`config.mk`:
```
export PLATFORM = sky130hd
export DESIGN_NAME = input_port
export DESIGN_NICKNAME = d
export VERILOG_FILES = /design/src/source/noc_params.sv /design/src/source/input_port.sv
export SDC_FILE = /design/constraint.sdc
export NUM_CORES = 1
export LEC_CHECK = 0
export BUFFER_PORTS_ARGS = -buffer_cell sky130_fd_sc_hd__buf_2
export CAP_MARGIN = 5
export CORE_MARGIN = 4
export CORE_UTILIZATION = 55
export DETAILED_ROUTE_END_ITERATION = 12
export GPL_TIMING_DRIVEN = 0
export PLACE_DENSITY_LB_ADDON = 0.1
export SLEW_MARGIN = 20
export SYNTH_ARGS = -nofsm -noshare
export SYNTH_HDL_FRONTEND = slang
export SYNTH_SLANG_ARGS = --single-unit
```
`constraint.sdc`:
```
create_clock -name clk -period 3.9 [get_ports clk]
set_input_delay 0.585 -clock clk [delete_from_list [all_inputs] [get_ports clk]]
set_output_delay 0.585 -clock clk [all_outputs]
set_load 0.01 [all_outputs]
```
`src/source/noc_params.sv`:
```
`default_nettype none

package noc_params;

    localparam int MESH_SIZE_X = 4;
    localparam int MESH_SIZE_Y = 4;

    localparam int PORT_NUM = 5;
    localparam int VC_NUM = 2;

    localparam int COORD_X_W = $clog2(MESH_SIZE_X);
    localparam int COORD_Y_W = $clog2(MESH_SIZE_Y);
    localparam int DATA_W = 16;
    localparam int TAG_W = DATA_W - COORD_X_W - COORD_Y_W;

    // order matters, the value is the index into every per-port array.
    typedef enum logic [2:0] { LOCAL, NORTH, SOUTH, WEST, EAST } port_e;

    typedef enum logic [1:0] { HEAD, BODY, TAIL, HEADTAIL } flit_kind_e;

    typedef struct packed {
        logic [COORD_X_W-1:0] dest_x;
        logic [COORD_Y_W-1:0] dest_y;
        logic [TAG_W-1:0]     tag;      // source port and sequence number.
    } head_view_t;

    // head flits carry routing info, body and tail flits carry payload.
    typedef union packed {
        head_view_t        head;
        logic [DATA_W-1:0] word;
    } flit_data_u;

    typedef struct packed {
        flit_kind_e kind;
        logic       vc;
        flit_data_u data;
    } flit_t;

    typedef struct packed {
        logic  valid;
        flit_t flit;
    } link_t;

    typedef struct packed {
        logic  valid;
        port_e out_port;
    } va_req_t;

    typedef struct packed {
        logic valid;
        logic out_vc;
    } va_grant_t;

    typedef struct packed {
        logic  ready;       // flit waiting and downstream vc owned.
        port_e out_port;
        logic  out_vc;
        flit_t flit;
    } vc_state_t;

endpackage

`default_nettype wire
```
`src/source/input_port.sv`:
```
`default_nettype none

module input_port #(
    parameter int BUFFER_SIZE = 8,
    parameter int X_CURRENT = 1,
    parameter int Y_CURRENT = 1,
    parameter int PORT_ID = 0
) (
    input  logic                                        clk,
    input  logic                                        rst_n,
    input  noc_params::link_t                           link,
    output logic [noc_params::VC_NUM-1:0]               on_off,
    output logic [noc_params::VC_NUM-1:0]               vc_free,
    output noc_params::va_req_t [noc_params::VC_NUM-1:0]   va_req,
    input  noc_params::va_grant_t [noc_params::VC_NUM-1:0] va_grant,
    output noc_params::vc_state_t [noc_params::VC_NUM-1:0] vc_state,
    input  logic [noc_params::VC_NUM-1:0]               pop
);

    import noc_params::*;

    localparam int PTR_W = $clog2(BUFFER_SIZE);
    localparam int CNT_W = $clog2(BUFFER_SIZE + 1);

    typedef enum logic [1:0] { VC_IDLE, VC_WAIT, VC_ACTIVE } vc_phase_e;

    for (genvar v = 0; v < VC_NUM; v++)
    begin : g_vc
        flit_t            mem [BUFFER_SIZE];
        flit_t            head;
        logic [PTR_W-1:0] rd_ptr;
        logic [PTR_W-1:0] wr_ptr;
        logic [CNT_W-1:0] count;
        vc_phase_e        phase;
        port_e            route;
        port_e            out_port_q;
        logic             out_vc_q;
        logic             push;
        logic             head_at_front;
        logic             tail_pop;
        logic             active;
        logic             granted;

        assign push = link.valid && (link.flit.vc == 1'(v));
        assign head = mem[rd_ptr];
        assign head_at_front = (count != '0) && (head.kind == HEAD || head.kind == HEADTAIL);
        assign tail_pop = pop[v] && (head.kind == TAIL || head.kind == HEADTAIL);
        assign active = (phase == VC_ACTIVE);
        assign granted = va_grant[v].valid;

        // xy order with x corrected first.
        always_comb
        begin
            if (int'(head.data.head.dest_x) > X_CURRENT)
                route = EAST;
            else if (int'(head.data.head.dest_x) < X_CURRENT)
                route = WEST;
            else if (int'(head.data.head.dest_y) > Y_CURRENT)
                route = SOUTH;
            else if (int'(head.data.head.dest_y) < Y_CURRENT)
                route = NORTH;
            else
                route = LOCAL;
        end

        // no new request while a grant is in flight.
        assign va_req[v].valid = head_at_front && !active && !granted;
        assign va_req[v].out_port = route;

        // a fresh grant may be used in the same cycle.
        assign vc_state[v].ready = (count != '0) && (active || granted);
        assign vc_state[v].out_port = active ? out_port_q : route;
        assign vc_state[v].out_vc = active ? out_vc_q : va_grant[v].out_vc;
        assign vc_state[v].flit = head;

        assign on_off[v] = (BUFFER_SIZE - int'(count)) >= 3;
        assign vc_free[v] = (count == '0) && (phase == VC_IDLE);

        always_ff @(posedge clk)
        begin
            if (push)
                mem[wr_ptr] <= link.flit;
        end

        always_ff @(posedge clk)
        begin
            if (!rst_n)
            begin
                rd_ptr <= '0;
                wr_ptr <= '0;
                count <= '0;
            end
            else
            begin
                if (push)
                    wr_ptr <= (wr_ptr == PTR_W'(BUFFER_SIZE - 1)) ? '0 : wr_ptr + 1'b1;
                if (pop[v])
                    rd_ptr <= (rd_ptr == PTR_W'(BUFFER_SIZE - 1)) ? '0 : rd_ptr + 1'b1;
                case ({push, pop[v]})
                    2'b10: count <= count + 1'b1;
                    2'b01: count <= count - 1'b1;
                    default: count <= count;
                endcase
            end
        end

        always_ff @(posedge clk)
        begin
            if (!rst_n)
                phase <= VC_IDLE;
            else
            begin
                case (phase)
                    VC_IDLE, VC_WAIT:
                    begin
                        if (granted)
                            phase <= tail_pop ? VC_IDLE : VC_ACTIVE;  // headtail may leave at once.
                        else if (head_at_front)
                            phase <= VC_WAIT;
                        else
                            phase <= VC_IDLE;
                    end
                    VC_ACTIVE:
                    begin
                        if (tail_pop)
                            phase <= VC_IDLE;
                    end
                    default: phase <= VC_IDLE;
                endcase
            end
        end

        always_ff @(posedge clk)
        begin
            if (granted)
            begin
                out_port_q <= route;
                out_vc_q <= va_grant[v].out_vc;
            end
        end
    end

endmodule

`default_nettype wire

```
Word level (Yosys, flattened, before mapping)
Memory sizes are Yosys's and may differ from the RTL's. A register that Yosys moved wholly into a read port is not among the register bits.
Cells that the tools add are included.

storage, ports and cells
  register bits = 32
  memories kept = 2
  output and inout port bits = 60
  bits in writable memories = 304
  word-level logic and storage cells = 125

cells by class
  add/subtract/negate cells = 10
  bitwise gates (word level) = 1
  multiplexer cells = 36
  reduce and logical (&&, ||, !) cells = 36
  equality and inequality tests = 18
  magnitude comparators = 10

memories
  memory       words  bits a word  read ports  clocked after memory_dff  wr ports  RTL line          RTL
  g_vc[0].mem  8      19           1           1                         1         input_port.sv:29  flit_t mem [BUFFER_SIZE];
  g_vc[1].mem  8      19           1           1                         1         input_port.sv:29

operator list
  cell                   count
  $mux W3                12
  $mux W2                10
  $eq A2 B2 Y1 const B   8
  $pmux W4 S2            2
  $logic_and A1 B1 Y1    14
  $add A3 B1 Y3 const B  4
  $eq A3 B3 Y1 const B   4
  $ge A5 B3 Y1 const B   2
  $mux W1                10
  $sub A4 B4 Y5 const A  2
  $add A4 B1 Y4 const B  2
  $eq A2 B1 Y1 const B   4
  $gt A2 B1 Y1 const B   4
  $logic_not A2 Y1       4
  $logic_not A4 Y1       2
  $lt A2 B1 Y1 const B   4
  $pmux W2 S2            2
  $reduce_bool A4 Y1     2
  $sub A4 B1 Y4 const B  2
  $logic_or A1 B1 Y1     6
  $logic_not A1 Y1       4
  $ne A2 B2 Y1 const B   2
  $reduce_bool A2 Y1     2
  $reduce_or A2 Y1       2
  $not A1 Y1             1

Longest topological paths before layout
Gate-level depths: netlist (run 1).

  word-level depth = 6
  depth in mapped cells = 8
  depth with buffers taken out = 7

Worst setup path after synthesis (run 1)
Ideal clock, no wire load.

  path kind = input to register
  start point = in link[16] in the netlist's numbering
  end point = mem g_vc[0].mem[0][0] in the netlist's numbering (enable)
  data arrival time = 2.775 ns
  path slack = 0.681 ns
  required time = 3.456 ns
  library setup time = 0.444 ns
  stages on the path = 3
  cell sequence = nand2b_1 clkbuf_1 nor4_1

between the ends
  word-level cells in the longest chain between the ends = 4

ends and longest elaborated chain
  what                           RTL line          RTL
  from (decl)                    input_port.sv:11  input noc_params::link_t link,
  $not A1 Y1                     input_port.sv:44  assign push = link.valid && (link.flit.vc == 1'(v));
  $logic_and A1 B1 Y1            input_port.sv:44
  $mux W1                        input_port.sv:81  if (push)
  $mux W1 (not written as such)  input_port.sv:82  mem[wr_ptr] <= link.flit;
  to (decl)                      input_port.sv:29

No other way between the ends.

==> results.yml, run 1 <==
power:
  power_leakage_nw: 5.42
  p_per_area_mw_per_mm2: 528
  vdd_drop_max_v: 0.000398
global_route:
  track_usage_pct: 21.2
  antenna_found_initial: 1
  grt_pass1_wl_um: 42600
  grt_pass1_vias: 7111
  grt_overflow: 0
  grt_max_degree: 22
worst_setup_path:
  start_kind: "flop"
  critPathCaptureType: "primary output"
  path_max_fanout: 10
  cp.arrival_ps: 3070
  crit_path_top_delay_cell: "clkbuf_1"
  crit_buf_inv: 3
  path_cells: "buf_6 > clkbuf_1 > mux4_2 > mux2_2 > ha_1 > nand3b_1 > nor2_1 > buf_2"
  criticalPathCategory: "flop to primary output"
  max_stage_delay_ps: 640
  cp_top_family: "buffers and inverters"
  worstPathRequired_ps: 3310
layout:
  drive_gt1_share_pct: 36.7
  final_nets: 874
  instances_no_fill: 1173
  layout-area-overhead-vs-synth_pct: 17.4
synth:
  avgSynthCellArea_um2: 20.1
  synth_cell_type_count: 39
  synthArstFlopShare_pct: 0
  yosysMostFrequentCell: "edfxtp_1"
  postSynthCellCount: 673
  yosysWarnings: 0
  synth_edf_count: 312
  ys_seq_elements: 342
  synth_fp_nets: 725
  synth_top_cell_by_area: "edfxtp_1"
  synthTopCellsByCount: "edfxtp_1 (312), mux4_2 (75), mux2_2 (38)"
  synth_top_area_share_pct: 69.2
  seq_area_frac_synth_pct: 73.6
  synth.area.top_cells: "edfxtp_1 (69%), mux4_2 (12%), dfxtp_1 (4.4%), mux2_2 (3.2%), ha_1 (2.0%)"
  synth_area_mm2: 0.0135
  synth_flop_cell: "edfxtp_1"
clock_tree:
  worstSkewPairLatency_ps: 520
  path_clk_slew_ps: 60
  cts_htree_levels: 2
  numClockSinks: 342
  root_buffer: "clkbuf_16"
  cts_tree: "done"
  hold_buffers: 0
  cts_made_buffers: 36
  post_cts_buffers: 0
  cts_max_path_buffers: 3
floorplanning:
  design.die.area_mm2: 0.0272
  top_level_ports: 88
  dieHeight_um: 165
  placementRows: 57
  die_x_um: 165
  start_util_pct: 55.8
  core_area_mm2: 0.0242
drt:
  drt-total-wl_um: 27500
  drt_first_pass_iters: 4
  avgRoutedWirePerCell_um: 23.5
  dr_total_vias: 6750
  first_iter_violations: 602
  vias_per_cell: 5.75
  drc_errors: 0
  ant_nets: 0
sta:
  finalCriticalPeriod_ps: 3660
  worst_hold_slack_ps: 277
  relSlewSlack_pct: 44.9
  finalSetupViolCount: 0
  fmax_mhz: 273
  worstMarginPinSlew_ps: 826
  slew_violations: 0
  fin_crit_sh_pct: 93.8
  finalHoldViolations: 0
  rsz0062_at_grt: "false"
  skew_ps: 20.4
  fin_tns_setup_ps: 0
run:
  cap_viol_max_count: 0
placement:
  portBuffers: 87
  gp_congestion: 0.755
  dp_cells: 1108
  dp_hpwl_um: 18100
hold_path:
  hp-class: "primary input to flop"
outcome:
  status: "complete, no violations"
[final cells by class]
type                    count  area, um2
well taps                 324        405
clock inverters            25        309
clock buffers              39        933
fillers                  1648       8360
repair buffers            111        606
plain buffers              25        126
inverters                  12       45.0
flip-flops and latches    342       9970
diodes                      1       2.50
multi-input cells         294       3490
[layout by cell type, fill, tap and decap left out, types with 7 or more instances in the layout]
cell type and n:
mux4_2 75, buf_4 22, clkinv_2 8, nand2_1 18
o21ai_0 10, a21oi_1 9, inv_1 12, mux2i_1 13
mux2_2 38, and2_1 7, nor2b_1 15, bufinv_16 7
nor2_1 18, edfxtp_1 312, dfxtp_1 30, clkbuf_1 12
buf_2 98, ha_1 22, clkbuf_16 37, nor3_2 8
[final timing paths]
kind               startpoint                to  slack (ps)  depth (start not counted)
max reg2reg              flop  g_vc[1].phase[0]        1280                          7
min reg2reg  g_vc[1].phase[1]  g_vc[1].phase[0]         480                          1
min               va_grant[2]  g_vc[1].out_vc_q         280                          1
max                      flop         va_req[7]         240                          8
[report_power, final]
group          switching, mW  leakage (nW)  internal [mW]
Sequential            0.0418          3.07           4.07
Combinational          0.394          1.74          0.329
Clock                   1.36         0.606           2.20
Total                   1.80          5.42           6.59
[flip-flops by register name, summed over array words and instances, names as in the netlist, named ones only]
name,flops
g_vc.out_vc_q,2
g_vc.out_port_q,6
g_vc.rd_ptr,6
g_vc.mem,304
g_vc.phase,4
g_vc.wr_ptr,6
g_vc.count,8
[metal layers]
metal / track usage (%) / routed length (um) / share of wire (%)
met1: 30.1 / 11900 / 43
met2: 35.3 / 13800 / 50
met3: 3.17 / 1360 / 4.9
met4: 5.10 / 446 / 1.6
met5: 0 / 0 / 0
[cells by family (layout without fill, tap and decap cells)]
| kind of cell | after synthesis | count (layout) | share of synthesized area, % |
|---|---|---|---|
| AO/OA/AOI/OAI | 38 | 38 | 1.76 |
| XOR/XNOR | 4 | 4 | 0.259 |
| adder cells (fa/ha/maj) | 24 | 24 | 2.33 |
| buffers and inverters | 37 | 212 | 1.26 |
| flip-flops | 342 | 342 | 73.6 |
| multiplexers | 129 | 129 | 17.0 |
| other | 0 | 1 | 0 |
| AND/OR/NAND/NOR | 99 | 99 | 3.73 |
[stage by stage]
stage	util [%]	power (mW)	area [um2]	setup WS, ps
after CTS	65.5	8.46	15900	217
after detailed placement	60.4	4.92	14600	544
final	65.5	8.39	15900	243
after floorplan	-	4.63	13500	681
after global routing	65.5	8.71	15900	98.2
after global placement	59.3	4.87	14400	-1490
[worst reg2reg max path, stage by stage (launching register included)]
cell	delay (ps)
dfxtp_1	380
buf_6	190
clkbuf_1	650
mux4_2	410
mux2_2	340
ha_1	290
nand3b_1	90
nor3b_1	200
[repair_timing]
action                     CTS  global route
resized for setup            1             0
hold endpoints to repair     0             0
setup endpoints to repair    1             0
(Power assumes the default switching activity.)
==> run 2: changes to the inputs <==
- CORE_MARGIN: 4 -> default
==> results.yml, run 2 (synthesis gave the netlist of run 1 again) <==
outcome:
  status: "complete, no violations"
layout:
  fill_cells: 1681
  final_cell_mix: "edfxtp_1 (312), buf_2 (99), mux4_2 (75), mux2_2 (38), clkbuf_16 (38)"
  largest_reg_flops: 304
  layout-area-overhead-vs-synth_pct: 16.7
  n_antenna_cell: 0
  largestRegisters: "g_vc.mem (304), g_vc.count (8)"
  drive_gt1_share_pct: 35.8
  largest-register: "g_vc.mem"
  final_common_cell: "edfxtp_1"
  final_nets: 872
global_route:
  grt_max_degree: 22
  grt_overflow: 0
  grt_pass1_wl_um: 42000
  antenna_found_initial: 0
  track_usage_pct: 22.2
  grt_pass1_vias: 7103
drt:
  ant_nets: 0
  vias_per_cell: 5.82
  drt_first_pass_iters: 5
  drt-total-wl_um: 26800
  drc_errors: 0
  dr_total_vias: 6811
  first_iter_violations: 656
  avgRoutedWirePerCell_um: 22.9
hold_path:
  hold_depth: 1
  worstHoldEndpoint: "g_vc[1].out_vc_q"
  hp-class: "primary input to flop"
  hold_start: "va_grant[2]"
placement:
  gp_congestion: 0.817
  portBuffers: 87
  dp_hpwl_um: 17600
clock_tree:
  hold_buffers: 0
  worstSkewPairLatency_ps: 520
  post_cts_buffers: 0
  root_buffer: "clkbuf_16"
  cts_max_path_buffers: 3
  cts_tree: "done"
  cts_made_buffers: 36
  numClockSinks: 342
  path_clk_slew_ps: 60
  cts_htree_levels: 2
  cts_resized: 0
sta:
  relSlewSlack_pct: 48.2
  fmax_mhz: 277
  finalCriticalPeriod_ps: 3600
  rsz0062_at_grt: "false"
  fin_tns_setup_ps: 0
  finalSetupViolCount: 0
  finalHoldViolations: 0
  slew_violations: 0
  skew_ps: 13.0
  worstMarginPinSlew_ps: 777
  fin_crit_sh_pct: 92.4
worst_setup_path:
  cp_top_family: "buffers and inverters"
  crit_path_top_delay_cell: "buf_1"
  critPathCaptureType: "primary output"
  rrSetupSlack_ps: 1350
  crit_buf_inv: 3
  ff2ff_path_depth: 6
  r2r-end: "g_vc[0].phase[0]"
  path_max_fanout: 10
  max_stage_delay_ps: 600
  worstPathRequired_ps: 3310
  criticalPathCategory: "flop to primary output"
  start_kind: "flop"
  cp.arrival_ps: 3020
  path_cells: "buf_1 > clkbuf_2 > mux2_2 > ha_1 > nand3b_1 > nor2_1 > buf_2"
floorplanning:
  design.die.area_mm2: 0.0252
  top_level_ports: 88
  die_x_um: 159
  core_area_mm2: 0.0242
  placementRows: 57
  start_util_pct: 55.8
  dieHeight_um: 159
power:
  power_leakage_nw: 5.37
  power.total_mw: 8.17
  p_per_area_mw_per_mm2: 517
  vdd_drop_max_v: 0.000451
run:
  cap_viol_max_count: 0
==> run 2: cell count changes in the layout (fill, tap and decap cells not counted) <==
cell	before	now
buf_4	22	16
clkbuf_1	12	18
bufinv_16	7	3
buf_6	2	5
clkinvlp_4	3	0
clkinv_2	8	6
buf_2	98	99
clkbuf_16	37	38
clkbuf_8	0	1
clkinv_4	0	1
diode_2	1	0
==> run 2: stage by stage <==
| stage | hold WS (ps) | cell area, um2 | cells | util, % | worst slack, ps |
|---|---|---|---|---|---|
| 3_5_place_dp | 472 | 14600 | 1106 | 60.4 | 579 |
| 5_1_grt | 251 | 15800 | 1170 | 65.2 | 166 |
| 2_1_floorplan | 435 | 13500 | 673 | - | 681 |
| 6_report | 259 | 15800 | 1170 | 65.2 | 296 |
| 4_1_cts | 250 | 15800 | 1170 | 65.2 | 10.5 |
| 3_3_place_gp | 443 | 14400 | 1084 | 59.3 | -1390 |
==> run 2: layer usage <==
layer  GRT usage, %  part of all wire, %
met5              0                    0
met4           5.16                  1.6
met3           4.10                  5.8
met2           37.3                   50
met1           30.6                   43
==> run 2: layout make-up <==
cell class              count  area [um2]  area share, %
well taps                 324         405           2.57
multi-input cells         294        3490           22.1
clock buffers              47         995           6.30
plain buffers              25         126          0.800
clock inverters            17         165           1.05
repair buffers            109         599           3.79
flip-flops and latches    342        9970           63.1
inverters                  12        45.0          0.285
==> run 2: worst max path at each step <==
stage                     startpoint           endpoint  slack, ps  depth (start not counted)
final                           flop          va_req[7]        300                          7
after global routing            flop          va_req[3]        170                          8
after CTS                       flop          va_req[7]         10                          7
after detailed placement        flop          va_req[7]        580                          7
after global placement      link[16]  g_vc[0].mem[0][2]      -1390                          4
after floorplan             link[16]  g_vc[0].mem[0][0]        680                          3
==> run 2: power breakdown <==
group	internal (mW)	total (mW)	switching [mW]
combinational	0.328	0.718	0.390
sequential	4.07	4.11	0.0416
clock	2.00	3.34	1.34
==> run 3: changes to the inputs <==
==> constraint.sdc (replaced) <==
create_clock -name clk -period 3.9 [get_ports clk]
set_input_delay 0.78 -clock clk [delete_from_list [all_inputs] [get_ports clk]]
set_output_delay 0.78 -clock clk [all_outputs]
set_load 0.01 [all_outputs]
==> results.yml, run 3 (synthesis gave the netlist of run 1 again) <==
outcome:
  status: "complete, no violations"
worst_setup_path:
  criticalPathCategory: "flop to primary output"
  path_cells: "buf_6 > clkbuf_1 > mux4_2 > mux2_2 > ha_1 > nand3b_1 > nor2_1 > buf_2"
  path_max_fanout: 10
  r2r-end: "g_vc[1].phase[1]"
  worstPathRequired_ps: 3120
  cp_top_family: "buffers and inverters"
  max_stage_delay_ps: 570
  crit_path_top_delay_cell: "clkbuf_1"
  start_kind: "flop"
  cp.arrival_ps: 3010
  critPathCaptureType: "primary output"
  ff2ff_path_depth: 8
  crit_buf_inv: 3
  rrSetupSlack_ps: 1350
clock_tree:
  cts_made_buffers: 36
  worstSkewPairLatency_ps: 510
  post_cts_buffers: 0
  root_buffer: "clkbuf_16"
  cts_htree_levels: 2
  cts_tree: "done"
  path_clk_slew_ps: 60
  cts_max_path_buffers: 3
  numClockSinks: 342
floorplanning:
  dieHeight_um: 159
  placementRows: 57
  core_area_mm2: 0.0242
  die_x_um: 159
  start_util_pct: 55.8
  design.die.area_mm2: 0.0252
  top_level_ports: 88
global_route:
  grt_pass1_vias: 7103
  grt_max_degree: 22
  track_usage_pct: 22.2
  antenna_found_initial: 0
  grt_pass1_wl_um: 42000
  grt_overflow: 0
hold_path:
  hold_depth: 1
  hp-class: "primary input to flop"
  worstHoldEndpoint: "g_vc[1].out_vc_q"
  hold_start: "va_grant[2]"
run:
  cap_viol_max_count: 0
power:
  vdd_drop_max_v: 0.000451
  power_leakage_nw: 5.38
  p_per_area_mw_per_mm2: 517
sta:
  finalHoldViolations: 0
  worst_hold_slack_ps: 457
  fmax_mhz: 264
  skew_ps: 10.8
  rsz0062_at_grt: "false"
  finalCriticalPeriod_ps: 3790
  finalSetupViolCount: 0
  worstMarginPinSlew_ps: 775
  slew_violations: 0
  fin_crit_sh_pct: 97.2
  relSlewSlack_pct: 48.3
layout:
  drive_gt1_share_pct: 36.1
  layout-area-overhead-vs-synth_pct: 16.7
  largest_reg_flops: 304
  largestRegisters: "g_vc.mem (304), g_vc.count (8)"
  fill_cells: 1681
  stdcell_area_mm2: 0.0158
  final_cell_mix: "edfxtp_1 (312), buf_2 (97), mux4_2 (75), mux2_2 (38), clkbuf_16 (38)"
  final-seq-area_mm2: 0.00997
  largest-register: "g_vc.mem"
  n_antenna_cell: 0
  final_core_util_pct: 65.2
  multi_input_area_mm2: 0.00349
  final_common_cell: "edfxtp_1"
  instances_no_fill: 1169
  final_nets: 871
drt:
  drt_first_pass_iters: 4
  avgRoutedWirePerCell_um: 22.9
  ant_nets: 0
  vias_per_cell: 5.79
  drc_errors: 0
  first_iter_violations: 590
  dr_total_vias: 6771
  drt-total-wl_um: 26800
placement:
  gp_congestion: 0.817
  placed_cell_area_mm2: 0.0146
  portBuffers: 87
  dp_hpwl_um: 17600
  dp_cells: 1106
run 3: changes by cell type in the layout (fill, tap and decap cells not counted):
cell,before,now
buf_1,3,1
buf_2,99,97
clkbuf_1,18,17
clkbuf_2,1,3
clkbuf_4,0,2
run 3: metrics by stage:
step | setup WS, ps | TNS (ps) | power [mW]
floorplan | 486 | 0 | 4.63
global placement | -1580 | -129950 | 4.87
detailed placement | 384 | 0 | 4.91
CTS | 59.5 | 0 | 8.24
global route | 5.08 | 0 | 8.45
finish | 109 | 0 | 8.17
run 3: area by class of cell:
type,instances,area share [%]
well taps,324,2.57
inverters,12,0.285
clock inverters,17,1.05
clock buffers,47,6.29
plain buffers,24,0.823
flip-flops and latches,342,63.1
repair buffers,109,3.79
multi-input cells,294,22.1
run 3: how the worst max path moves through the flow:
| stage | startpoint | endpoint | slack (ps) | cells after the start |
|---|---|---|---|---|
| floorplan | link[16] | g_vc[0].mem[0][0] | 490 | 3 |
| global placement | link[16] | g_vc[0].mem[0][2] | -1580 | 4 |
| detailed placement | flop | va_req[7] | 380 | 7 |
| CTS | flop | va_req[7] | 60 | 7 |
| global route | flop | va_req[7] | 5 | 8 |
| finish | flop | va_req[7] | 110 | 8 |
run 3: power by group:
part,switching [mW],internal (mW)
Clock,1.34,2.00
Combinational,0.390,0.329
Sequential,0.0416,4.07
Total,1.78,6.40
run 3: layer usage:
metal	global-route usage (%)	up-vias	routed length, um
li1	-	3018	-
met1	30.6	3521	11700
met2	37.3	197	13300
met3	4.10	35	1390
met4	5.16	0	411
met5	0	-	0
run 3: what timing repair did:
action / 4_1_cts / 5_1_grt
endpoints found under the setup margin: 1 / 2
gates resized for setup: 1 / 5
hold buffers: 0 / 0
